--- config.mk ---
export PLATFORM = sky130hd
export DESIGN_NAME = vdp_accum_stage
export DESIGN_NICKNAME = d
export VERILOG_FILES = /design/src/hw/vdp_pkg.sv /design/src/hw/vdp_accum_stage.sv
export SDC_FILE = /design/constraint.sdc
export NUM_CORES = 1
export LEC_CHECK = 0
export ABC_AREA = 0
export BUFFER_PORTS_ARGS = -buffer_cell sky130_fd_sc_hd__buf_2
export CORE_ASPECT_RATIO = 0.7
export CORE_MARGIN = 8
export CORE_UTILIZATION = 62
export CTS_CLUSTER_DIAMETER = 50
export DETAILED_ROUTE_END_ITERATION = 8
export PLACE_DENSITY = 0.89
export SYNTH_ARGS = -nofsm -noshare
export SYNTH_HDL_FRONTEND = slang
export SYNTH_SLANG_ARGS = --single-unit
--- constraint.sdc ---
create_clock -name clk_i -period 5.65 [get_ports clk_i]
set_input_delay 1.13 -clock clk_i [delete_from_list [all_inputs] [get_ports clk_i]]
set_output_delay 1.13 -clock clk_i [all_outputs]
set_load 0.02 [all_outputs]
--- src/hw/vdp_pkg.sv ---
`default_nettype none

package vdp_pkg;

  localparam int data_w = 64;
  localparam int addr_w = 32;

  typedef logic [data_w-1:0] vdp_data_t;
  typedef logic [addr_w-1:0] vdp_addr_t;
  typedef logic [7:0]        vdp_len_t;
  typedef logic [7:0]        csr_addr_t;

  // register offsets as seen by the host.
  localparam csr_addr_t csr_a_ptr   = 8'h00;
  localparam csr_addr_t csr_b_ptr   = 8'h08;
  localparam csr_addr_t csr_len     = 8'h10;
  localparam csr_addr_t csr_start   = 8'h18;
  localparam csr_addr_t csr_status  = 8'h20;
  localparam csr_addr_t csr_res_ptr = 8'h28;
  localparam csr_addr_t csr_result  = 8'h30;

  localparam int elem_bytes = 8;

  localparam int status_busy_bit = 0;
  localparam int status_done_bit = 1;

  typedef struct packed {
    logic      write;
    csr_addr_t addr;
    vdp_data_t wdata;
  } csr_cmd_t;

  typedef struct packed {
    logic      write;
    vdp_addr_t addr;
    vdp_data_t wdata;
  } mem_req_t;

  typedef struct packed {
    vdp_addr_t a_ptr;
    vdp_addr_t b_ptr;
    vdp_addr_t res_ptr;
    vdp_len_t  len;
  } vdp_cfg_t;

  typedef struct packed {
    vdp_data_t a;
    vdp_data_t b;
    logic      last;
  } pair_t;

  typedef struct packed {
    vdp_data_t prod;
    logic      last;
  } prod_t;

  typedef enum logic [2:0] {
    fetch_idle,
    fetch_rd_a,
    fetch_rd_b,
    fetch_push,
    fetch_wr_res,
    fetch_wait_wr
  } fetch_state_e;

endpackage

`default_nettype wire

--- src/hw/vdp_accum_stage.sv ---
`default_nettype none

module vdp_accum_stage import vdp_pkg::*; (
  input  wire        clk_i,
  input  wire        reset_i,
  input  wire        prod_valid_i,
  input  prod_t      prod_i,
  output logic       prod_ready_o,
  output logic       sum_valid_o,
  output vdp_data_t  sum_o
);

  vdp_data_t acc_r;
  vdp_data_t acc_next;

  // one add per cycle, so back-pressure is never needed.
  assign prod_ready_o = 1'b1;
  assign acc_next     = acc_r + prod_i.prod;

  always_ff @(posedge clk_i) begin
    if (reset_i) begin
      acc_r       <= '0;
      sum_valid_o <= 1'b0;
    end else begin
      sum_valid_o <= 1'b0;
      if (prod_valid_i) begin
        if (prod_i.last) begin
          // clear for the next run as the total leaves.
          acc_r       <= '0;
          sum_valid_o <= 1'b1;
        end else begin
          acc_r <= acc_next;
        end
      end
    end
  end

  always_ff @(posedge clk_i) begin
    if (prod_valid_i && prod_i.last) begin
      sum_o <= acc_next;
    end
  end

endmodule

`default_nettype wire

==> metrics.txt <==
status completed; Hold-fix buffers, CTS 0; Synth Flop Type dfxtp_1; Hold Path Origin acc_r[56]$_SDFFE_PP0P_; hold depth 2; f_max 250.7 MHz; worst r2r path cells 13; DR iter-0 viols 784; Async SR Flop Fraction 0%; later-pin clock latency in the skew report 0.42 ns; top cell type's share of synthesized area 24.49%; P&R area growth vs syn 16.57%; dpl ws 1.284 ns; Mean Syn Cell Area 9.443 um^2; Finished Cell Area 9148 um^2; static leakage 4.107 nW; crit share post-route 70.61%; # placed instances 1081; yosys warns 0; fin util 73.89%; EDFF count, synth 64; P per Cell Area 302.1 nW/um^2; Synth Cell Area 7848 um^2; Detailed Place HPWL 15.69 mm; Final Total Pwr 2.764 mW; post_cts resized 0; Distinct cells, synth 65; Rel. slew slack 28.67%; combinational power share 21.1%; Hold Crit Class reg -> reg; vias 6979; register area share after synthesis 41.07%; vias per cell 6.270; CTS buffer count 17; most common cell after layout, fill and taps aside buf_2; total iterations of the first detailed-routing run 5; register bit total from synthesis 129; Psw 830.3 uW; root buf cell clkbuf_16; Compound-Gate Fraction of Synth Area 24.11%; Clock Path Buffers 2; Setup Buffers After CTS 0; Net Sw Frac 30.04%; mux cell area share after synthesis 0.3827%; Post-DP Area 8563 um^2; Remaining DRCs 0; Startpoint Class primary input; Setup TNS 0 ns; clk sink count 129; ANT nets after route 0; Synth area leader edfxtp_1; flop-to-flop setup slack 2.09 ns; post-route setup slack 1.661 ns; largest net degree at the start of global routing 43; adder-cell share of the synthesized area 10.30%; Int Power 1.933 mW; final hold violations 0; # IOs 134; Final Max Tran Viols 0; die height 110.1 um; total detailed-routing wirelength 21.42 mm; Reg-to-Reg End acc_r[62]$_SDFFE_PP0P_; Clock Skews 0.01002 ns; final std cells w/o fill 1113; Post-Syn Instances 831; commonest non-fill, non-tap cells in the layout buf_2 (132), a21oi_1 (104), dfxtp_1 (65); crit path kind in -> reg; Area contributors post-synth edfxtp_1 (24%), dfxtp_1 (17%), ha_1 (10%); Max Cap Viol 0; Seq pwr share 39.5%; post-synthesis net count 963; first-pass GRT wire length 33.75 mm; worst min-delay path endpoint acc_r[56]$_SDFFE_PP0P_; H-tree depth 4; Avg WL per Cell 19.24 um; clock network power share 39.4%; min cycle time layout 3.989 ns; Core Area 12380 um^2; placer congestion estimate 0.9570; die area 16570 um^2; Post-Synth Simple-Gate Area 14.03%; CP required 5.95 ns; Core Rows 34; initial antenna violation count 0; Congestion Overflow GR 0; Net count, final 1070; Fin Hold WS 0.4650 ns; Crit Path Max Fanout 4; TritonCTS clock tree done; largest family of logic cells by synthesized area compound AO/OA/AOI/OAI gates; vias in the first global route 6697; RSZ-0062 raised after global routing no; peak supply drop 0.2450 mV; Critical Path End Type flip-flop; Final setup viols 0; Global Route Usage Sum 25.73%; Die X 150.5 um; Worst Max-Slew Pin Slew 1.070 ns; CP arrival 4.29 ns; Synth Area in XOR/XNOR 7.015%; Antenna diodes 0; share of layout cells above drive strength 1 19.03%; PortBufs 132; clock slew seen by the registers of the worst setup and hold paths 0.06 ns; Crit Reg-Reg Startpoint acc_r[0]$_SDFFE_PP0P_; Starting Density 63.39%
power groups by stage:
stage	Clock (mW)	Combinational [mW]	Sequential, mW
after floorplan	0	0.362	1.15
after global placement	0	0.557	1.11
after detailed placement	0	0.564	1.11
after CTS	1.09	0.574	1.09
after global routing	1.13	0.632	1.10
final	1.09	0.583	1.09
final cells by class:
type                    instances  area [um^2]
multi-input cells             640         4394
fillers                       869         3232
flip-flops and latches        129         3223
repair buffers                136        690.7
clock buffers                  17        425.4
well taps                     162        202.7
clock inverters                15        158.9
inverters                      14        52.55
how the worst max path moves through the flow:
stage / from / to / slack [ns] / depth (start not counted)
finish: prod_i[1] / acc_r[62]$_SDFFE_PP0P_ / 1.66 / 14
global placement: prod_i[1] / acc_r[62]$_SDFFE_PP0P_ / 1.43 / 14
global route: prod_i[1] / acc_r[62]$_SDFFE_PP0P_ / 1.43 / 14
floorplan: prod_i[1] / acc_r[62]$_SDFFE_PP0P_ / 1.78 / 13
CTS: prod_i[1] / acc_r[62]$_SDFFE_PP0P_ / 1.68 / 14
detailed placement: prod_i[1] / acc_r[62]$_SDFFE_PP0P_ / 1.28 / 14
routing by layer:
metal / routed length [um] / global-route usage [%]
met3: 2070 / 7.178
met5: 0 / 0
met1: 9939 / 36.08
met2: 8987 / 37.75
met4: 421 / 8.387
state kept, by name (all words and copies together) (netlist names):
register	count
sum_valid_o	1
acc_r	64
sum_o	64
Yosys cell counts (all sizes together), types with 2 or more instances:
cell type  instances
or2                4
and2               2
a21boi             2
o21a               7
a221oi             2
nor2b             37
buf                2
inv               14
clkbuf            46
a211oi             5
and3               2
nand4             27
o21ba              2
nor3              13
or4                2
mux2i              3
o21ai             46
a21oi            105
nand2             52
dfxtp             65
o21bai            11
nor2              54
xnor2             35
ha                63
o211ai             5
a21o              45
a2111oi            2
edfxtp            64
a22o              36
nor4               2
nand2b             8
or3                4
xor2              27
and4               2
o31a               4
nand3              6
a31oi              6
logic make-up after synthesis:
kind of cell               count (synthesis)
AOI/OAI and AO/OA                        291
and+or+nand+nor                          219
DFF                                      129
adders and majority gates                 64
xor gates and xnor gates                  62
buffers and inverters                     62
muxes                                      3
other                                      1
worst max-delay path: stages:
cell and delay (ns):
buf_2 0.08, ha_1 0.16, inv_1 0.06, fa_1 0.40, nand2b_1 0.18, a21oi_1 0.25, o2111a_1 0.32, o211ai_1 0.19
a2111oi_0 0.47, nor3_1 0.15, o31ai_1 0.37, a31oi_1 0.16, xnor2_1 0.16, a22o_1 0.21
(Power assumes the default switching activity.)
