==> src/hw/vdp_pkg.sv <==
`default_nettype none

package vdp_pkg;

  localparam int data_w = 64;
  localparam int addr_w = 32;

  typedef logic [data_w-1:0] vdp_data_t;
  typedef logic [addr_w-1:0] vdp_addr_t;
  typedef logic [7:0]        vdp_len_t;
  typedef logic [7:0]        csr_addr_t;

  // register offsets as seen by the host.
  localparam csr_addr_t csr_a_ptr   = 8'h00;
  localparam csr_addr_t csr_b_ptr   = 8'h08;
  localparam csr_addr_t csr_len     = 8'h10;
  localparam csr_addr_t csr_start   = 8'h18;
  localparam csr_addr_t csr_status  = 8'h20;
  localparam csr_addr_t csr_res_ptr = 8'h28;
  localparam csr_addr_t csr_result  = 8'h30;

  localparam int elem_bytes = 8;

  localparam int status_busy_bit = 0;
  localparam int status_done_bit = 1;

  typedef struct packed {
    logic      write;
    csr_addr_t addr;
    vdp_data_t wdata;
  } csr_cmd_t;

  typedef struct packed {
    logic      write;
    vdp_addr_t addr;
    vdp_data_t wdata;
  } mem_req_t;

  typedef struct packed {
    vdp_addr_t a_ptr;
    vdp_addr_t b_ptr;
    vdp_addr_t res_ptr;
    vdp_len_t  len;
  } vdp_cfg_t;

  typedef struct packed {
    vdp_data_t a;
    vdp_data_t b;
    logic      last;
  } pair_t;

  typedef struct packed {
    vdp_data_t prod;
    logic      last;
  } prod_t;

  typedef enum logic [2:0] {
    fetch_idle,
    fetch_rd_a,
    fetch_rd_b,
    fetch_push,
    fetch_wr_res,
    fetch_wait_wr
  } fetch_state_e;

endpackage

`default_nettype wire

==> src/hw/vdp_csr.sv <==
`default_nettype none

module vdp_csr import vdp_pkg::*; (
  input  wire        clk_i,
  input  wire        reset_i,
  input  wire        csr_cmd_valid_i,
  input  csr_cmd_t   csr_cmd_i,
  input  wire        done_i,
  input  vdp_data_t  result_i,
  output logic       csr_resp_valid_o,
  output vdp_data_t  csr_resp_data_o,
  output vdp_cfg_t   cfg_o,
  output logic       start_o
);

  vdp_addr_t a_ptr_r;
  vdp_addr_t b_ptr_r;
  vdp_addr_t res_ptr_r;
  vdp_len_t  len_r;
  vdp_data_t result_r;
  logic      busy_r;
  logic      done_r;
  logic      wr_en;
  logic      rd_en;
  logic      start_req;
  vdp_data_t status;
  vdp_data_t rd_data;

  assign wr_en = csr_cmd_valid_i && csr_cmd_i.write;
  assign rd_en = csr_cmd_valid_i && !csr_cmd_i.write;

  // a start while a run is active is dropped.
  assign start_req = wr_en && (csr_cmd_i.addr == csr_start) && (|csr_cmd_i.wdata) && !busy_r;

  always_comb begin
    status = '0;
    status[status_busy_bit] = busy_r;
    status[status_done_bit] = done_r;
  end

  always_comb begin
    case (csr_cmd_i.addr)
      csr_a_ptr:   rd_data = vdp_data_t'(a_ptr_r);
      csr_b_ptr:   rd_data = vdp_data_t'(b_ptr_r);
      csr_len:     rd_data = vdp_data_t'(len_r);
      csr_status:  rd_data = status;
      csr_res_ptr: rd_data = vdp_data_t'(res_ptr_r);
      csr_result:  rd_data = result_r;
      default:     rd_data = '0;
    endcase
  end

  always_ff @(posedge clk_i) begin
    if (reset_i) begin
      a_ptr_r   <= '0;
      b_ptr_r   <= '0;
      res_ptr_r <= '0;
      len_r     <= '0;
    end else if (wr_en) begin
      case (csr_cmd_i.addr)
        csr_a_ptr:   a_ptr_r   <= vdp_addr_t'(csr_cmd_i.wdata);
        csr_b_ptr:   b_ptr_r   <= vdp_addr_t'(csr_cmd_i.wdata);
        csr_len:     len_r     <= vdp_len_t'(csr_cmd_i.wdata);
        csr_res_ptr: res_ptr_r <= vdp_addr_t'(csr_cmd_i.wdata);
        default: ;
      endcase
    end
  end

  always_ff @(posedge clk_i) begin
    if (reset_i) begin
      start_o <= 1'b0;
      busy_r  <= 1'b0;
      done_r  <= 1'b0;
    end else begin
      start_o <= start_req;
      if (start_req) begin
        busy_r <= 1'b1;
        done_r <= 1'b0;
      end else if (done_i) begin
        busy_r <= 1'b0;
        done_r <= 1'b1;
      end
    end
  end

  always_ff @(posedge clk_i) begin
    if (reset_i) begin
      result_r <= '0;
    end else if (done_i) begin
      result_r <= result_i;
    end
  end

  // every command gets its response one cycle later; writes answer zero.
  always_ff @(posedge clk_i) begin
    if (reset_i) begin
      csr_resp_valid_o <= 1'b0;
    end else begin
      csr_resp_valid_o <= csr_cmd_valid_i;
    end
  end

  always_ff @(posedge clk_i) begin
    csr_resp_data_o <= rd_en ? rd_data : '0;
  end

  assign cfg_o.a_ptr   = a_ptr_r;
  assign cfg_o.b_ptr   = b_ptr_r;
  assign cfg_o.res_ptr = res_ptr_r;
  assign cfg_o.len     = len_r;

endmodule

`default_nettype wire

==> config.mk <==
export PLATFORM = sky130hd
export DESIGN_NAME = vdp_csr
export DESIGN_NICKNAME = d
export VERILOG_FILES = /design/src/hw/vdp_pkg.sv /design/src/hw/vdp_csr.sv
export SDC_FILE = /design/constraint.sdc
export NUM_CORES = 1
export LEC_CHECK = 0
export BUFFER_PORTS_ARGS = -buffer_cell sky130_fd_sc_hd__clkbuf_2
export CAP_MARGIN = 15
export CORE_UTILIZATION = 49
export DETAILED_ROUTE_END_ITERATION = 10
export PLACE_DENSITY = 0.79
export SYNTH_ARGS = -nofsm -noshare
export SYNTH_HDL_FRONTEND = slang
export SYNTH_SLANG_ARGS = --single-unit
==> constraint.sdc <==
create_clock -name clk_i -period 2.2 [get_ports clk_i]
set_clock_uncertainty 0.1 [all_clocks]
set_input_delay 0.44 -clock clk_i [delete_from_list [all_inputs] [get_ports clk_i]]
set_output_delay 0.44 -clock clk_i [all_outputs]
set_load 0.02 [all_outputs]
==> impl_metrics.xml <==
<?xml version="1.0" encoding="UTF-8"?>
<metrics>
  <group name="sta">
    <metric name="drv_slew" unit="">0</metric>
    <metric name="timing.hold.ws" unit="ps">65.0</metric>
    <metric name="tightestPinTransition" unit="ps">494</metric>
    <metric name="max_freq" unit="MHz">574</metric>
    <metric name="finalHoldViolations" unit="">0</metric>
    <metric name="setup_repair_after_global_routing_missed_its_margin" unit="">no</metric>
    <metric name="final.min_clock_period" unit="ps">1740</metric>
    <metric name="timing.final.crit_share" unit="%">79.2</metric>
    <metric name="report.final.setup_viol" unit="">0</metric>
    <metric name="max_slew_margin" unit="%">66.7</metric>
  </group>
  <group name="power">
    <metric name="combinationalPowerShare" unit="%">5.1</metric>
    <metric name="p_int" unit="uW">6970</metric>
    <metric name="power.net_switching" unit="uW">1990</metric>
    <metric name="power.ir.vdd_worst" unit="uV">584</metric>
    <metric name="power_density" unit="nW/um2">792</metric>
    <metric name="leakage_power_figure" unit="uW">0.00493</metric>
    <metric name="p_total" unit="uW">8960</metric>
    <metric name="clkPwrFrac" unit="%">45.9</metric>
    <metric name="share_seq_of_total_power" unit="%">49.0</metric>
    <metric name="power.share.switching" unit="%">22.2</metric>
  </group>
  <group name="critical_path">
    <metric name="cp_slowest_stage_delay" unit="ps">540</metric>
    <metric name="critical_path.slowest_cell" unit="">or4_4</metric>
    <metric name="cell_depth_of_the_worst_flop_to_flop_path" unit="">3</metric>
    <metric name="worstSetupEndpointType" unit="">flip-flop</metric>
    <metric name="critical_path_class" unit="">in2reg</metric>
    <metric name="worst-endpoint-required" unit="ps">2490</metric>
    <metric name="timing.reg2reg.setup_slack" unit="ps">950</metric>
    <metric name="cp-start-kind" unit="">primary input</metric>
    <metric name="path_max_fanout" unit="">8</metric>
    <metric name="regToRegStartpoint" unit="">busy_r$_SDFFE_PP0P_</metric>
    <metric name="crit_path_cell_trace" unit="">clkbuf_2 &gt; or4_4 &gt; or4_1 &gt; buf_4 &gt; mux2i_1 &gt; nor2_1</metric>
    <metric name="ff_to_ff_end" unit="">done_r$_SDFFE_PP0P_</metric>
    <metric name="worst_ep_arrival_time" unit="ps">2030</metric>
  </group>
  <group name="synthesis">
    <metric name="synthesis.yosys.warnings" unit="">0</metric>
    <metric name="synth-seq-cells" unit="">236</metric>
    <metric name="synth_area_per_cell" unit="um2">9.13</metric>
    <metric name="seq_area_frac_synth" unit="%">55.7</metric>
    <metric name="count_of_different_cell_masters_after_synthesis" unit="">33</metric>
    <metric name="synthesis.area" unit="um2">8490</metric>
    <metric name="synthCells" unit="">930</metric>
    <metric name="post_synthesis_net_count" unit="">1071</metric>
  </group>
  <group name="cts">
    <metric name="cts_buffers" unit="">25</metric>
    <metric name="cts_setup_buffers" unit="">0</metric>
    <metric name="path_clk_slew" unit="ps">70</metric>
    <metric name="ctsHoldBuffers" unit="">0</metric>
    <metric name="ctsLongestPathBuffers" unit="">3</metric>
    <metric name="htreeDepth" unit="">1</metric>
    <metric name="worstSkewPairLatency" unit="ps">510</metric>
    <metric name="tritoncts" unit="">built</metric>
    <metric name="clk_root_buffer_cell" unit="">clkbuf_16</metric>
    <metric name="cts_resized" unit="">0</metric>
    <metric name="tritoncts_num_sinks" unit="">236</metric>
  </group>
  <group name="global_routing">
    <metric name="largest_net_degree_at_the_start_of_global_routing" unit="">62</metric>
    <metric name="gr-usage-all-layers" unit="%">29.9</metric>
    <metric name="vias_in_the_first_global_route" unit="">7472</metric>
    <metric name="grt_antenna_before_repair" unit="">0</metric>
    <metric name="total_global_routing_overflow" unit="">0</metric>
    <metric name="global_route_wire_length_before_repair" unit="um">41600</metric>
  </group>
  <group name="drt">
    <metric name="route.final.wire_length" unit="um">27500</metric>
    <metric name="firstDrtPassIters" unit="">7</metric>
    <metric name="wl_per_cell" unit="um">18.6</metric>
    <metric name="drtIter0Drc" unit="">462</metric>
    <metric name="postRouteAntennaNets" unit="">0</metric>
    <metric name="via_count" unit="">8044</metric>
    <metric name="drc_errors" unit="">0</metric>
    <metric name="vias_per_cell" unit="">5.44</metric>
  </group>
  <group name="cells_and_area">
    <metric name="post_route_cells_drive_above_1_share" unit="%">31.6</metric>
    <metric name="final_common_cell" unit="">clkbuf_2</metric>
    <metric name="area_growth_synth_to_finish" unit="%">33.4</metric>
    <metric name="commonest_non_fill_non_tap_cells_in_the_layout" unit="">308 x clkbuf_2, 236 x dfxtp_1, 196 x nand2_1</metric>
    <metric name="fin_nets" unit="">1381</metric>
    <metric name="final_design_area_no_fill" unit="um2">11300</metric>
    <metric name="final_core_utilization" unit="%">67.5</metric>
  </group>
  <group name="placement">
    <metric name="half_perimeter_wire_length_of_the_detailed_placement_result" unit="um">19300</metric>
    <metric name="placed_area" unit="um2">10500</metric>
    <metric name="port_buffers" unit="">310</metric>
    <metric name="gp_congestion" unit="">0.840</metric>
  </group>
  <group name="die">
    <metric name="die-width" unit="um">134</metric>
    <metric name="start_util" unit="%">50.6</metric>
    <metric name="die_y" unit="um">134</metric>
    <metric name="pin_count" unit="">311</metric>
    <metric name="cell_rows" unit="">47</metric>
    <metric name="die-area" unit="um2">17900</metric>
    <metric name="floorplan.core_area" unit="um2">16800</metric>
  </group>
  <group name="hold_path">
    <metric name="min-delay-start" unit="">result_i[24]</metric>
    <metric name="hold_path.class" unit="">in2reg</metric>
    <metric name="worst_hold_path.num_cells" unit="">3</metric>
    <metric name="timing.hold.worst_endpoint" unit="">result_r[24]$_SDFFE_PP0P_</metric>
  </group>
  <group name="flow_run">
    <metric name="max_cap_violations" unit="">0</metric>
  </group>
  <group name="outcome">
    <metric name="status" unit="">completed</metric>
  </group>
</metrics>
-- synth_stat cells --
| cell type | count | share of area [%] |
|---|---|---|
| dfxtp_1 | 236 | 56 |
| nand2_1 | 196 | 8.7 |
| a21oi_1 | 129 | 7.6 |
| mux2i_1 | 74 | 8.7 |
| nor2_1 | 73 | 3.2 |
| a22oi_1 | 58 | 5.1 |
| clkbuf_1 | 56 | 2.5 |
| and2_1 | 36 | 2.7 |
| nor4_1 | 21 | 1.5 |
| buf_2 | 10 | 0.59 |
| a222oi_1 | 6 | 0.71 |
| nand4_1 | 4 | 0.29 |
| and3_1 | 3 | 0.22 |
| nand3_1 | 3 | 0.18 |
| buf_1 | 2 | 0.088 |
| inv_1 | 2 | 0.088 |
| nand2b_1 | 2 | 0.15 |
| nor2b_1 | 2 | 0.15 |
| nor3_1 | 2 | 0.12 |
| o2bb2ai_1 | 2 | 0.21 |
| and3b_1 | 1 | 0.10 |
| buf_6 | 1 | 0.13 |
| nand3b_1 | 1 | 0.088 |
| nor3_2 | 1 | 0.12 |
| nor4_4 | 1 | 0.25 |
| nor4b_1 | 1 | 0.10 |
| nor4bb_1 | 1 | 0.12 |
| o221a_2 | 1 | 0.13 |
| o31ai_1 | 1 | 0.088 |
| or2_2 | 1 | 0.074 |
| or3_1 | 1 | 0.074 |
| or4_1 | 1 | 0.088 |
| or4_4 | 1 | 0.13 |
-- flip-flops by register name (all words and copies together), names as in the netlist --
name	flops
busy_r	1
csr_resp_data_o	64
a_ptr_r	32
b_ptr_r	32
start_o	1
len_r	8
csr_resp_valid_o	1
result_r	64
done_r	1
res_ptr_r	32
-- power groups by stage --
stage	Combinational [uW]	Sequential [uW]	Clock [uW]
2_1_floorplan	202	4470	0
3_3_place_gp	444	4480	0
3_5_place_dp	452	4480	0
4_1_cts	456	4390	4150
5_1_grt	493	4390	4360
6_report	458	4390	4120
-- cell families (layout without fill, tap and decap cells) --
kind of cell | Yosys count | count (layout) | synth area share (%)
multiplexers | 74 | 74 | 8.73
AO/OA/AOI/OAI | 197 | 197 | 13.9
AND/OR/NAND/NOR | 352 | 352 | 18.4
other | 0 | 1 | 0
flip-flops | 236 | 236 | 55.7
buffers and inverters | 71 | 398 | 3.38
-- per-layer routing --
layer	global-route usage [%]	vias up	wire, um
li1	-	3813	-
met1	38.0	3796	11300
met2	51.4	390	13600
met3	5.29	45	2030
met4	8.90	0	494
met5	0	-	0
-- worst max-delay path by stage --
stage	start	end	depth (start not counted)
2_1_floorplan	csr_cmd_i[69]	len_r[7]$_SDFFE_PP0P_	5
3_3_place_gp	csr_cmd_i[69]	len_r[4]$_SDFFE_PP0P_	6
3_5_place_dp	csr_cmd_i[69]	len_r[5]$_SDFFE_PP0P_	6
4_1_cts	csr_cmd_i[69]	len_r[4]$_SDFFE_PP0P_	6
5_1_grt	csr_cmd_i[71]	csr_resp_data_o[19]$_SDFF_PN0_	7
6_report	csr_cmd_i[69]	len_r[4]$_SDFFE_PP0P_	6
-- per-stage QoR --
stage               setup TNS, ps  setup WS, ps  instances
global route                    0           419       1477
CTS                             0           484       1477
finish                          0           458       1478
global placement            -64.6         -11.1       1433
detailed placement           -121         -40.5       1433
floorplan                       0           156        930
-- worst max-delay path, delay by kind of cell --
| kind | cells | cell delay (ps) |
|---|---|---|
| simple gates | 3 | 1110 |
| buf+inv | 2 | 310 |
| mux | 1 | 170 |
-- area by class of cell --
| class | count | area [um2] |
|---|---|---|
| Fill cell | 1353 | 5440 |
| Multi-Input combinational cell | 623 | 3480 |
| Clock inverter | 9 | 87.6 |
| Sequential cell | 236 | 4720 |
| Inverter | 2 | 7.51 |
| Timing Repair Buffer | 352 | 2020 |
| Antenna cell | 1 | 2.50 |
| Tap cell | 220 | 275 |
| Clock buffer | 35 | 723 |
(Power assumes the default switching activity.)
