--- src/hw/vdp_pkg.sv ---
`default_nettype none

package vdp_pkg;

  localparam int data_w = 64;
  localparam int addr_w = 32;

  typedef logic [data_w-1:0] vdp_data_t;
  typedef logic [addr_w-1:0] vdp_addr_t;
  typedef logic [7:0]        vdp_len_t;
  typedef logic [7:0]        csr_addr_t;

  // register offsets as seen by the host.
  localparam csr_addr_t csr_a_ptr   = 8'h00;
  localparam csr_addr_t csr_b_ptr   = 8'h08;
  localparam csr_addr_t csr_len     = 8'h10;
  localparam csr_addr_t csr_start   = 8'h18;
  localparam csr_addr_t csr_status  = 8'h20;
  localparam csr_addr_t csr_res_ptr = 8'h28;
  localparam csr_addr_t csr_result  = 8'h30;

  localparam int elem_bytes = 8;

  localparam int status_busy_bit = 0;
  localparam int status_done_bit = 1;

  typedef struct packed {
    logic      write;
    csr_addr_t addr;
    vdp_data_t wdata;
  } csr_cmd_t;

  typedef struct packed {
    logic      write;
    vdp_addr_t addr;
    vdp_data_t wdata;
  } mem_req_t;

  typedef struct packed {
    vdp_addr_t a_ptr;
    vdp_addr_t b_ptr;
    vdp_addr_t res_ptr;
    vdp_len_t  len;
  } vdp_cfg_t;

  typedef struct packed {
    vdp_data_t a;
    vdp_data_t b;
    logic      last;
  } pair_t;

  typedef struct packed {
    vdp_data_t prod;
    logic      last;
  } prod_t;

  typedef enum logic [2:0] {
    fetch_idle,
    fetch_rd_a,
    fetch_rd_b,
    fetch_push,
    fetch_wr_res,
    fetch_wait_wr
  } fetch_state_e;

endpackage

`default_nettype wire

--- src/hw/vdp_fetch.sv ---
`default_nettype none

module vdp_fetch import vdp_pkg::*; (
  input  wire        clk_i,
  input  wire        reset_i,
  input  wire        start_i,
  input  vdp_cfg_t   cfg_i,
  input  wire        mem_req_ready_i,
  input  wire        mem_resp_valid_i,
  input  vdp_data_t  mem_resp_data_i,
  input  wire        pair_ready_i,
  input  wire        sum_valid_i,
  input  vdp_data_t  sum_i,
  output logic       mem_req_valid_o,
  output mem_req_t   mem_req_o,
  output logic       pair_valid_o,
  output pair_t      pair_o,
  output logic       done_o
);

  fetch_state_e state_r;
  vdp_cfg_t     cfg_r;
  vdp_len_t     idx_r;
  logic         sent_r;
  vdp_data_t    a_r;
  vdp_data_t    b_r;
  vdp_data_t    res_r;
  vdp_addr_t    offset;
  logic         last_elem;
  logic         req_phase;
  logic         req_fire;
  logic         resp_fire;

  assign offset    = vdp_addr_t'(idx_r) * vdp_addr_t'(elem_bytes);
  assign last_elem = (idx_r == cfg_r.len - vdp_len_t'(1));

  // sent_r marks the single request as accepted and awaiting its response.
  assign req_phase = (state_r == fetch_rd_a) || (state_r == fetch_rd_b) ||
                     (state_r == fetch_wait_wr);
  assign mem_req_valid_o = req_phase && !sent_r;
  assign req_fire  = mem_req_valid_o && mem_req_ready_i;
  assign resp_fire = req_phase && sent_r && mem_resp_valid_i;

  always_comb begin
    mem_req_o.write = (state_r == fetch_wait_wr);
    mem_req_o.wdata = res_r;
    case (state_r)
      fetch_rd_a: mem_req_o.addr = cfg_r.a_ptr + offset;
      fetch_rd_b: mem_req_o.addr = cfg_r.b_ptr + offset;
      default:    mem_req_o.addr = cfg_r.res_ptr;
    endcase
  end

  assign pair_valid_o = (state_r == fetch_push);
  assign pair_o.a     = a_r;
  assign pair_o.b     = b_r;
  assign pair_o.last  = last_elem;

  always_ff @(posedge clk_i) begin
    if (reset_i) begin
      state_r <= fetch_idle;
      sent_r  <= 1'b0;
      idx_r   <= '0;
      done_o  <= 1'b0;
    end else begin
      done_o <= 1'b0;
      if (req_fire) begin
        sent_r <= 1'b1;
      end else if (resp_fire) begin
        sent_r <= 1'b0;
      end
      case (state_r)
        fetch_idle: begin
          idx_r <= '0;
          if (start_i) begin
            // an empty vector skips the stages and stores a zero sum.
            state_r <= (cfg_i.len == '0) ? fetch_wait_wr : fetch_rd_a;
          end
        end
        fetch_rd_a: begin
          if (resp_fire) begin
            state_r <= fetch_rd_b;
          end
        end
        fetch_rd_b: begin
          if (resp_fire) begin
            state_r <= fetch_push;
          end
        end
        fetch_push: begin
          if (pair_ready_i) begin
            idx_r   <= idx_r + vdp_len_t'(1);
            state_r <= last_elem ? fetch_wr_res : fetch_rd_a;
          end
        end
        fetch_wr_res: begin
          if (sum_valid_i) begin
            state_r <= fetch_wait_wr;
          end
        end
        fetch_wait_wr: begin
          if (resp_fire) begin
            done_o  <= 1'b1;
            state_r <= fetch_idle;
          end
        end
        default: state_r <= fetch_idle;
      endcase
    end
  end

  always_ff @(posedge clk_i) begin
    if (state_r == fetch_idle && start_i) begin
      cfg_r <= cfg_i;
      res_r <= '0;
    end
    if (state_r == fetch_wr_res && sum_valid_i) begin
      res_r <= sum_i;
    end
    if (state_r == fetch_rd_a && resp_fire) begin
      a_r <= mem_resp_data_i;
    end
    if (state_r == fetch_rd_b && resp_fire) begin
      b_r <= mem_resp_data_i;
    end
  end

endmodule

`default_nettype wire

--- config.mk ---
export PLATFORM = sky130hd
export DESIGN_NAME = vdp_fetch
export DESIGN_NICKNAME = d
export VERILOG_FILES = /design/src/hw/vdp_pkg.sv /design/src/hw/vdp_fetch.sv
export SDC_FILE = /design/constraint.sdc
export NUM_CORES = 1
export LEC_CHECK = 0
export BUFFER_PORTS_ARGS = -buffer_cell sky130_fd_sc_hd__clkbuf_2
export CAP_MARGIN = 40
export CORE_AREA = 2 2 182 184
export CTS_BUF_LIST = sky130_fd_sc_hd__clkbuf_4 sky130_fd_sc_hd__clkbuf_8
export CTS_CLUSTER_SIZE = 40
export DETAILED_ROUTE_END_ITERATION = 6
export DIE_AREA = 0 0 184 186
export GPL_TIMING_DRIVEN = 0
export PLACE_DENSITY = 0.7
export RECOVER_POWER = 100
export SLEW_MARGIN = 15
export SYNTH_ARGS = -nofsm -noshare
export SYNTH_HDL_FRONTEND = slang
export SYNTH_SLANG_ARGS = --single-unit
--- constraint.sdc ---
create_clock -name clk_i -period 13.1 [get_ports clk_i]
set_clock_uncertainty 0.05 [all_clocks]
set_input_delay 0.655 -clock clk_i [delete_from_list [all_inputs] [get_ports clk_i]]
set_output_delay 0.655 -clock clk_i [all_outputs]
set_load 0.05 [all_outputs]
==> impl_metrics.tcl, run 1 <==
set metrics [dict create \
    worstPathArrival_ns 6.70 \
    grt_usage 0.216 \
    worstSetupPathType "reg -> out" \
    cp.required_ns 12.40 \
    ys_ff_latch 309 \
    clk_path_buf_depth 3 \
    p_sw_uw 1410 \
    drc_errors 0 \
    synth_area_um2 12000 \
    hold_ws_ns 0.151 \
    hold_depth 1 \
    relSlewSlack -1.20 \
    period_needed_ns 7.41 \
    htreeDepth 2 \
    postSynthAreaPerCell_um2 15.6 \
    synth_seq_area_share 0.762 \
    fin_nets 1550 \
    p_seq_frac 0.395 \
    drv_cap 5 \
    startpoint_type "flop" \
    ir_drop_uv 122 \
    area_growth_pct 29.9 \
    drtPass1Iterations 6 \
    coreArea_um2 32200 \
    cts_root_buf "clkbuf_8" \
    die_x_um 184 \
    violations "capacitance limit, slew limit" \
    port_buffers 466 \
    dpl.hpwl_mm 28.7 \
    clk_latency_ns 0.61 \
    cts_buffers 52 \
    postSynthCellCount 769 \
    powerDensity_nw_per_um2 219 \
    synth_ff_type "edfxtp_1" \
    synth_largest_area_cell "edfxtp_1" \
    pwr-share-clk 0.265 \
    cts.repair.resized 0 \
    maxSlewViolCount 227 \
    synth_area_leaders "edfxtp_1, and2_1, nand2_1, dfxtp_1, xor2_1" \
    timing.final.crit_share 0.565 \
    clock-sinks 309 \
    cts_setup_buffers 0 \
    drive_gt1_frac 0.207 \
    drt_wl_total_mm 37.7 \
    initial_core_util 0.373 \
    synth_edf_count 296 \
    p_leak_uw 0.00568 \
    setup-tns-final_ns 0 \
    ys_warn_count 0 \
    wl_per_cell_um 21.5 \
    rsz0062_at_grt "no" \
    row_count 66 \
    holdCritPathClass "in -> reg" \
    combinationalPowerShare 0.340 \
    setup_viol 0 \
    viasPerCell 4.92 \
    cts_tree "built" \
    worst_setup_path_end_kind "primary output" \
    status "finished with violations" \
    fmax_mhz 135 \
    fill_cells 2953 \
    synth_fp_nets 1019 \
    yosys.area.top_type_share 0.741 \
    worstMarginPinSlew_ns 3.30 \
    clk_pin_slew_ns 0.07 \
    grt_pass1_wl_mm 54.0 \
    synthArstFlopShare 0 \
    dr_total_vias 8630 \
    drt_iter0_drc 508 \
    hold_viol 0 \
    gp_congestion 0.905 \
    fp.dieArea_um2 34200 \
    cp_max_fo 10 \
    p_int_uw 2000 \
    swShare 0.413 \
    die_h_um 186 \
    r2r_cells 9 \
    cts_hold_buf 0 \
    grt_pass1_vias 8953 \
    antenna_found_initial 6 \
    drtAntennaViolNets 0 \
    grt_overflow 0 \
    yosysUniqueCellTypes 59 \
    grt_max_degree 65 \
    io_pins 468 \
]
[cells by family (layout without fill, tap and decap cells)]
kind of cell | after synthesis | after routing | share of synthesized area
XOR/XNOR | 41 | 41 | 0.0299
AO/OA/AOI/OAI | 85 | 85 | 0.0444
AND/OR/NAND/NOR | 263 | 263 | 0.115
other | 0 | 6 | 0
multiplexers | 25 | 25 | 0.0223
buffers and inverters | 35 | 606 | 0.0135
adder cells (fa/ha/maj) | 11 | 11 | 0.0121
flip-flops | 309 | 309 | 0.762
[power groups by stage]
stage               logic, uW  registers [uW]  clock network [uW]
floorplan                 646            1560                   0
global placement         1190            1370                   0
detailed placement       1220            1350                   0
CTS                      1230            1330                 924
global route             1230            1370                 962
finish                   1160            1350                 903
[sequential cells by signal, indices dropped and copies added (netlist names)]
name and cells:
a_r 64, b_r 64, cfg_r 104, done_o 1, idx_r 8, res_r 64
sent_r 1, state_r 3
[final timing paths]
kind | from | to | slack, ns
worst max-delay path | state_r[1] | mem_req_o[89] | 5.69
worst min-delay path | mem_resp_data_i[12] | b_r[12] | 0.15
worst max register to register | state_r[1] | b_r[37] | 6.66
worst min register to register | sent_r | sent_r | 0.49
[synthesized netlist by cell type, types with 3 or more instances]
library cell	count
nand3_1	25
ha_1	10
nand3b_1	3
a31oi_1	5
a21o_1	3
nor3_1	13
buf_6	3
nor3b_1	3
dfxtp_1	13
clkbuf_1	20
buf_2	3
o21ai_0	33
a22oi_1	7
nor4_1	3
nand4_1	14
xor2_1	24
xnor2_1	17
mux2i_1	20
inv_1	5
and3_1	3
a21oi_1	16
or2_2	4
nand2_1	73
and2_1	69
nand2b_1	3
mux2_2	4
buf_1	3
edfxtp_1	296
nor2_1	35
and4bb_2	3
[critical path, stage by stage, from the launching register on]
cell       delay, ns
dfxtp_1         0.30
clkbuf_1        0.19
or3b_1          0.24
clkbuf_1        0.50
clkbuf_1        0.53
clkbuf_1        0.67
clkbuf_1        0.61
nand2_1         0.11
nand2_1         0.09
ha_1            0.19
fa_1            0.23
nand3_1         0.11
a211oi_1        0.42
o21ai_0         0.56
a2111oi_0       0.68
xor2_1          0.15
o21ai_0         0.18
clkbuf_2        0.30
[metal layers]
metal	global-route usage	vias up	wire length (um)
li1	-	3958	-
met1	0.252	4178	14100
met2	0.365	413	19000
met3	0.0814	81	3690
met4	0.0787	0	962
met5	0	-	0
[cells in the final DEF, fill, tap and decap left out, types with 6 or more instances in the layout]
master,count
nand4_1,14
edfxtp_1,296
xnor2_1,17
clkbuf_1,324
nor3_1,13
clkinv_1,13
xor2_1,24
o21ai_0,34
and2_0,48
nand3_1,25
a22oi_1,7
clkinv_2,7
clkbuf_4,14
a21oi_1,16
diode_2,6
clkbuf_8,53
dfxtp_1,13
nand2_1,73
ha_1,10
mux2i_1,20
and2_1,21
nor2_1,35
clkbuf_2,178
[final cells by class]
class                      instances  area [um^2]  share of cell area
clock buffer                      67          835              0.0535
inverter                           5         18.8             0.00120
antenna                            6         15.0            0.000963
multi-input combinational        425         2680               0.172
buffer                            30          125             0.00803
clock inverter                    27          244              0.0157
timing repair buffer             477         2010               0.129
sequential                       309         9150               0.587
tap                              408          510              0.0327
[through the flow]
stage | cells | utilization | power [uW] | setup slack, ns | area (um^2)
6_report | 1754 | 0.484 | 3410 | 5.69 | 15600
5_1_grt | 1750 | 0.484 | 3560 | 5.11 | 15600
4_1_cts | 1747 | 0.499 | 3480 | 6.93 | 16100
3_5_place_dp | 1653 | 0.465 | 2570 | 7.65 | 15000
3_3_place_gp | 1643 | 0.461 | 2560 | 4.99 | 14800
2_1_floorplan | 769 | - | 2210 | 7.33 | 12000
Note: power is estimated with default switching activity, not from simulation.
==> inputs of run 2 (changes only) <==
--- a/config.mk
+++ b/config.mk
@@ -5,15 +5,16 @@
 export SDC_FILE = /design/constraint.sdc
 export NUM_CORES = 1
 export LEC_CHECK = 0
+export ABC_AREA = 1
 export BUFFER_PORTS_ARGS = -buffer_cell sky130_fd_sc_hd__clkbuf_2
 export CAP_MARGIN = 40
-export CORE_AREA = 2 2 182 184
+export CORE_AREA = 2 2 184 186
 export CTS_BUF_LIST = sky130_fd_sc_hd__clkbuf_4 sky130_fd_sc_hd__clkbuf_8
 export CTS_CLUSTER_SIZE = 40
 export DETAILED_ROUTE_END_ITERATION = 6
-export DIE_AREA = 0 0 184 186
+export DIE_AREA = 0 0 186 188
 export GPL_TIMING_DRIVEN = 0
-export PLACE_DENSITY = 0.7
+export PLACE_DENSITY = 0.72
 export RECOVER_POWER = 100
 export SLEW_MARGIN = 15
 export SYNTH_ARGS = -nofsm -noshare
==> constraint.sdc (replaced) <==
create_clock -name clk_i -period 6.5 [get_ports clk_i]
set_clock_uncertainty 0.05 [all_clocks]
set_input_delay 0.325 -clock clk_i [delete_from_list [all_inputs] [get_ports clk_i]]
set_output_delay 0.325 -clock clk_i [all_outputs]
set_load 0.05 [all_outputs]
==> run 2 against run 1 <==
  * The run still ends with capacitance limit, slew limit left
  * Critical path depth down 1
  * Final area rose by 17%
  * Global-route usage is 2.4 points higher
  * Combinational power is 120% higher
  * Synthesized cell count is 24% higher
  * Utilization increased by 6.5 points
  * Non-clock buffer count increased by 228
  * Total power grew 100%
  * First-iteration DRC count is 23% higher
  * Area after synthesis rose by 2.1%
  * Die area grew 2.2%
==> impl_metrics.tcl, run 2 <==
set metrics [dict create \
    status "finished with violations" \
    violations "capacitance limit, slew limit" \
    wl_per_cell_um 19.6 \
    slowest_stage "clkbuf_1" \
    synth_ff_type "edfxtp_1" \
    worstPathArrival_ns 5.24 \
    synth_fp_nets 1201 \
    rsz0062_at_grt "no" \
    worst-path-buf-inv 5 \
    cp_max_fo 10 \
    grt_usage 0.241 \
    worstSetupPathType "reg -> out" \
    final_core_util 0.549 \
    combinationalPowerShare 0.371 \
    hold_ws_ns 0.00775 \
    multi_input_area_um2 2480 \
    ir_drop_uv 333 \
    postSynthAreaPerCell_um2 12.9 \
    synth_largest_area_cell "edfxtp_1" \
    cts_buffers 52 \
    r2r_setup_slack_ns 1.71 \
    clk_path_buf_depth 3 \
    initial_core_util 0.370 \
    worstMarginPinSlew_ns 2.61 \
    finalPower_uw 6890 \
    p_sw_uw 2900 \
    clk_latency_ns 0.63 \
    top_register "cfg_r" \
    htreeDepth 2 \
    synth_area_leaders "edfxtp_1, nand2_1, nor2_1, inv_1, dfxtp_1" \
    fp.dieArea_um2 35000 \
    rr_startpoint "state_r[1]" \
    synth_seq_area_share 0.746 \
    postSynthCellCount 951 \
    fill_cells 2803 \
    fin_nets 1967 \
    viasPerCell 4.77 \
    crit_chain "clkbuf_1 > nand2_1 > clkbuf_1 > clkbuf_1 > mux2_2 > ha_1 > fa_1 > nand3_1 > nand2_1 > a21oi_1 > inv_1 > nand2_2 > nor2_4 > xnor2_1 > a21oi_1 > clkbuf_1" \
    cp.depth 16 \
    grt_max_degree 28 \
    gp_congestion 0.909 \
    period_needed_ns 5.62 \
    p_leak_uw 0.00733 \
    grt_pass1_wl_mm 62.0 \
    cp_common_cell "clkbuf_1" \
    timing.final.crit_share 0.864 \
    ys_warn_count 0 \
    grt_overflow 0 \
    synthArstFlopShare 0 \
    area_growth_pct 48.4 \
    holdCritPathClass "in -> reg" \
    dpl.hpwl_mm 28.6 \
    final_cell_mix "clkbuf_1, edfxtp_1, dlygate4sd3_1" \
    largest_reg_flops 104 \
    timing.final.ws_setup_ns 0.885 \
    hold_end "done_o" \
    worstHoldStart "mem_resp_valid_i" \
    critPathLaunch "state_r[1]" \
    maxSlewViolCount 90 \
    pwr-share-clk 0.251 \
    hold_viol 0 \
    port_buffers 467 \
    swShare 0.421 \
    drtAntennaViolNets 0 \
    cp_top_family "buffers and inverters" \
    fmax_mhz 178 \
    cp.required_ns 6.12 \
    setup_viol 0 \
    p_int_uw 3990 \
    p_seq_frac 0.378 \
    die_h_um 188 \
    drc_errors 0 \
    die_x_um 186 \
    yosys.area.top_type_share 0.725 \
    hold_depth 3 \
    yosysUniqueCellTypes 40 \
    powerDensity_nw_per_um2 379 \
    ys_ff_latch 309 \
    slowest_delay_ns 0.64 \
    drtPass1Iterations 7 \
    coreArea_um2 33100 \
    drt_iter0_drc 623 \
    relSlewSlack -0.759 \
    io_pins 468 \
    yosys-top-cells-count "edfxtp_1, nand2_1, nor2_1" \
    worst_setup_path_end_kind "primary output" \
    row_count 67 \
    cts_tree "built" \
    clock-sinks 309 \
    regArea_um2 9150 \
    r2r-end "cfg_r[21]" \
    final_common_cell "clkbuf_1" \
    r2r_cells 8 \
    clk_pin_slew_ns 0.05 \
    drive_gt1_frac 0.182 \
    cts.repair.resized 0 \
    cts_root_buf "clkbuf_8" \
    grt_pass1_vias 11000 \
    antenna_found_initial 7 \
    synth_edf_count 296 \
    startpoint_type "flop" \
    synth_area_um2 12300 \
    drv_cap 4 \
    yosysMostFrequentCell "edfxtp_1" \
    dr_total_vias 10500 \
    drt_wl_total_mm 43.3 \
    dpl_worst_slack_ns 1.99 \
]
==> run 2: cell count changes in the layout (fill, tap and decap cells not counted), sizes merged, moves of 11 or more <==
cell         previous run  this run
inv                     6       125
nand3                  25        54
o21ai                  35        23
xor2                   24        10
and2                   69         3
nand2                  73       172
dlygate4sd3             0       234
xnor2                  17         6
nor2                   35       144
mux2i                  21         0
a21oi                  16        29
clkbuf                569       553
==> run 2: power groups by stage <==
stage,clock network [uW],logic (uW),registers (uW)
3_5_place_dp,0,2570,2620
2_1_floorplan,0,1450,3010
6_report,1730,2560,2600
4_1_cts,1740,2700,2580
3_3_place_gp,0,2430,2710
5_1_grt,1840,2720,2630
==> run 2: routing by layer <==
metal  track usage  part of all wire
met2         0.425              0.51
met1         0.246              0.34
met4         0.154             0.064
met3        0.0711             0.087
met5             0           0.00032
==> run 2: layout make-up <==
| type | count | share of cell area |
|---|---|---|
| multi-input cells | 494 | 0.136 |
| inverters | 125 | 0.0259 |
| flip-flops and latches | 309 | 0.503 |
| well taps | 448 | 0.0308 |
| repair buffers | 712 | 0.242 |
| clock inverters | 25 | 0.0102 |
| diodes | 6 | 0.000825 |
| clock buffers | 64 | 0.0443 |
| plain buffers | 23 | 0.00708 |
==> run 2: cells by family after synthesis <==
| group | after synthesis | synth area share |
|---|---|---|
| muxes | 8 | 0.00735 |
| buffers and inverters | 148 | 0.0497 |
| AOI/OAI and AO/OA | 58 | 0.0258 |
| adders and majority gates | 11 | 0.0118 |
| DFF | 309 | 0.746 |
| xor gates and xnor gates | 16 | 0.0114 |
| and+or+nand+nor | 401 | 0.147 |
==> run 2: worst max-delay path by stage <==
stage / slack (ns) / to
finish: 0.88 / mem_req_o[87]
global route: 0.57 / mem_req_o[87]
CTS: 1.32 / mem_req_o[81]
detailed placement: 1.99 / mem_req_o[81]
global placement: -1.47 / res_r[33]
floorplan: 0.59 / res_r[0]
==> run 2: tightest hold or removal path, cell delays in order <==
cell and delay (ns):
clkbuf_2 0.08, nand2_1 0.15, nor3_1 0.07
==> run 2: per-stage QoR <==
stage,cells,area (um^2),setup TNS (ns)
floorplan,951,12300,0
global placement,1866,15200,-218.98
detailed placement,1877,15500,0
CTS,2200,18800,0
global route,2206,18200,0
finish,2206,18200,0
==> run 2: what timing repair did <==
item,CTS,global route
hold buffers,234,0
buffers inserted,0,0
endpoints found under the hold margin,302,0
==> inputs of run 3 (changes only) <==
--- a/config.mk
+++ b/config.mk
@@ -14,7 +14,8 @@
 export DETAILED_ROUTE_END_ITERATION = 6
 export DIE_AREA = 0 0 186 188
 export GPL_TIMING_DRIVEN = 0
-export PLACE_DENSITY = 0.72
+export MAX_ROUTING_LAYER = met4
+export PLACE_DENSITY = 0.69
 export RECOVER_POWER = 100
 export SLEW_MARGIN = 15
 export SYNTH_ARGS = -nofsm -noshare
==> constraint.sdc (replaced) <==
create_clock -name clk_i -period 6.8 [get_ports clk_i]
set_clock_uncertainty 0.05 [all_clocks]
set_input_delay 0.34 -clock clk_i [delete_from_list [all_inputs] [get_ports clk_i]]
set_output_delay 0.34 -clock clk_i [all_outputs]
set_load 0.05 [all_outputs]
==> run 3 against run 2 <==
  * The flow still finishes with violations (capacitance limit, slew limit)
  * Flip-flop and latch count unchanged
  * Clock-buffer cell count unchanged
  * Clock power down 8%
  * Worst setup slack improved by 0.30 ns
  * Non-clock buffer count fell by 10
  * Cell count down 0.59%
  * Hold slack better by 0.042 ns
  * Final area is 0.97% lower
  * Via count decreased by 2.9%
  * Critical path type is now reg -> reg
==> impl_metrics.tcl, run 3 (synthesized netlist as in run 2, its figures left out) <==
set metrics [dict create \
    status "finished with violations" \
    violations "capacitance limit, slew limit" \
    viasPerCell 4.66 \
    clk_path_buf_depth 3 \
    antenna_found_initial 4 \
    worstMarginPinSlew_ns 1.88 \
    setup_viol 0 \
    grt_pass1_wl_mm 60.0 \
    p_leak_uw 0.00725 \
    clock-sinks 309 \
    holdCritPathClass "in -> reg" \
    die_h_um 188 \
    cp.required_ns 6.94 \
    dr_total_vias 10200 \
    grt_usage 0.238 \
    setup-tns-final_ns 0 \
    r2r-end "b_r[43]" \
    htreeDepth 2 \
    powerDensity_nw_per_um2 361 \
    drt_iter0_drc 657 \
    cp_common_cell "clkbuf_1" \
    relSlewSlack -0.258 \
    rr_startpoint "state_r[1]" \
    clk_latency_ns 0.61 \
    r2r_cells 7 \
    wl_per_cell_um 18.8 \
    drt_wl_total_mm 41.2 \
    io_pins 468 \
    final_cell_mix "clkbuf_1, edfxtp_1, dlygate4sd3_1" \
    timing.final.ws_setup_ns 1.18 \
    drc_errors 0 \
    cts_buffers 52 \
    row_count 67 \
    initial_core_util 0.370 \
    ir_drop_uv 368 \
    slowest_stage "clkbuf_1" \
    crit_path_end "b_r[43]" \
    dpl.hpwl_mm 28.4 \
    rsz0062_at_grt "no" \
    fmax_mhz 178 \
    coreArea_um2 33100 \
    grt_max_degree 31 \
    clk_pin_slew_ns 0.06 \
    maxSlewViolCount 209 \
    cts_tree "built" \
    worstSetupPathType "reg -> reg" \
    top_register "cfg_r" \
    drv_cap 9 \
    hold_viol 0 \
    gp_congestion 0.910 \
    hold_ws_ns 0.0502 \
    area_growth_pct 47.0 \
    fp.dieArea_um2 35000 \
    period_needed_ns 5.62 \
    grt_overflow 0 \
    die_x_um 186 \
    timing.final.crit_share 0.826 \
    cts_root_buf "clkbuf_8" \
    r2r_setup_slack_ns 1.18 \
    cp_max_fo 28 \
    crit_chain "clkbuf_1 > nand2_1 > clkbuf_1 > clkbuf_1 > nor2_1 > clkbuf_1 > clkbuf_1" \
    slowest_delay_ns 1.28 \
    worstPathArrival_ns 5.76 \
    grt_pass1_vias 11000 \
    port_buffers 467 \
    critPathLaunch "state_r[1]" \
    dpl_worst_slack_ns 2.50 \
    drive_gt1_frac 0.183 \
    drtPass1Iterations 5 \
    worst_setup_path_end_kind "flop" \
    final_common_cell "clkbuf_1" \
    startpoint_type "flop" \
    fin_nets 1957 \
    largest_reg_flops 104 \
    drtAntennaViolNets 0 \
]
[run 3: cell count changes in the layout (fill, tap and decap cells not counted), moves of 2 or more]
cell           previous run  this run
clkbuf_1                309       306
clkinv_2                  8         4
diode_2                   6         3
clkbuf_2                180       184
dlygate4sd3_1           234       224
clkinvlp_4                0         3
clkinv_1                 13        16
clkinv_8                  2         0
[run 3: power by group]
part           switching (uW)  internal, uW  leakage, uW
clock                     771           817     0.000491
combinational            1890           530      0.00389
sequential               76.8          2410      0.00288
total                    2740          3760      0.00725
[run 3: worst min path at each step]
stage	slack (ns)	startpoint	to	depth (start not counted)
after detailed placement	0.45	sent_r	sent_r	2
after CTS	0.0002	sum_i[1]	res_r[1]	3
after global routing	0.008	sum_i[16]	res_r[16]	3
after floorplan	0.36	reset_i	state_r[0]	1
after global placement	0.43	sent_r	sent_r	2
final	0.05	sum_i[16]	res_r[16]	3
[run 3: timing repair]
action	in CTS	in global routing
hold endpoints to repair	290	0
hold buffers	224	0
resized for setup	0	0
buffers inserted	0	0
[run 3: per-layer routing]
layer,global-route usage,wire [um],vias to the layer above
met2,0.413,21400,507
met1,0.245,14500,4849
li1,-,-,4752
met4,0.113,1820,0
met3,0.0717,3370,105
met5,-,0,-
[run 3: area by class of cell]
type | instances | area, um^2
fillers | 2814 | 15100
flip-flops and latches | 309 | 9150
repair buffers | 702 | 4280
multi-input cells | 494 | 2480
clock buffers | 64 | 806
well taps | 448 | 561
inverters | 125 | 470
clock inverters | 25 | 148
plain buffers | 23 | 121
diodes | 3 | 7.51
[run 3: worst max-delay path: cells and delay by family (launching register included)]
kind / cells / cell delay (ns)
buffers and inverters: 5 / 3.24
DFF: 1 / 0.30
and+or+nand+nor: 2 / 1.55
[run 3: metrics by stage]
step,utilization,std cells,total power [uW],cell area [um^2]
2_1_floorplan,-,951,4260,12300
3_3_place_gp,0.458,1866,4920,15200
3_5_place_dp,0.466,1877,4960,15400
4_1_cts,0.562,2190,6650,18600
5_1_grt,0.544,2193,6810,18000
6_report,0.544,2193,6500,18000
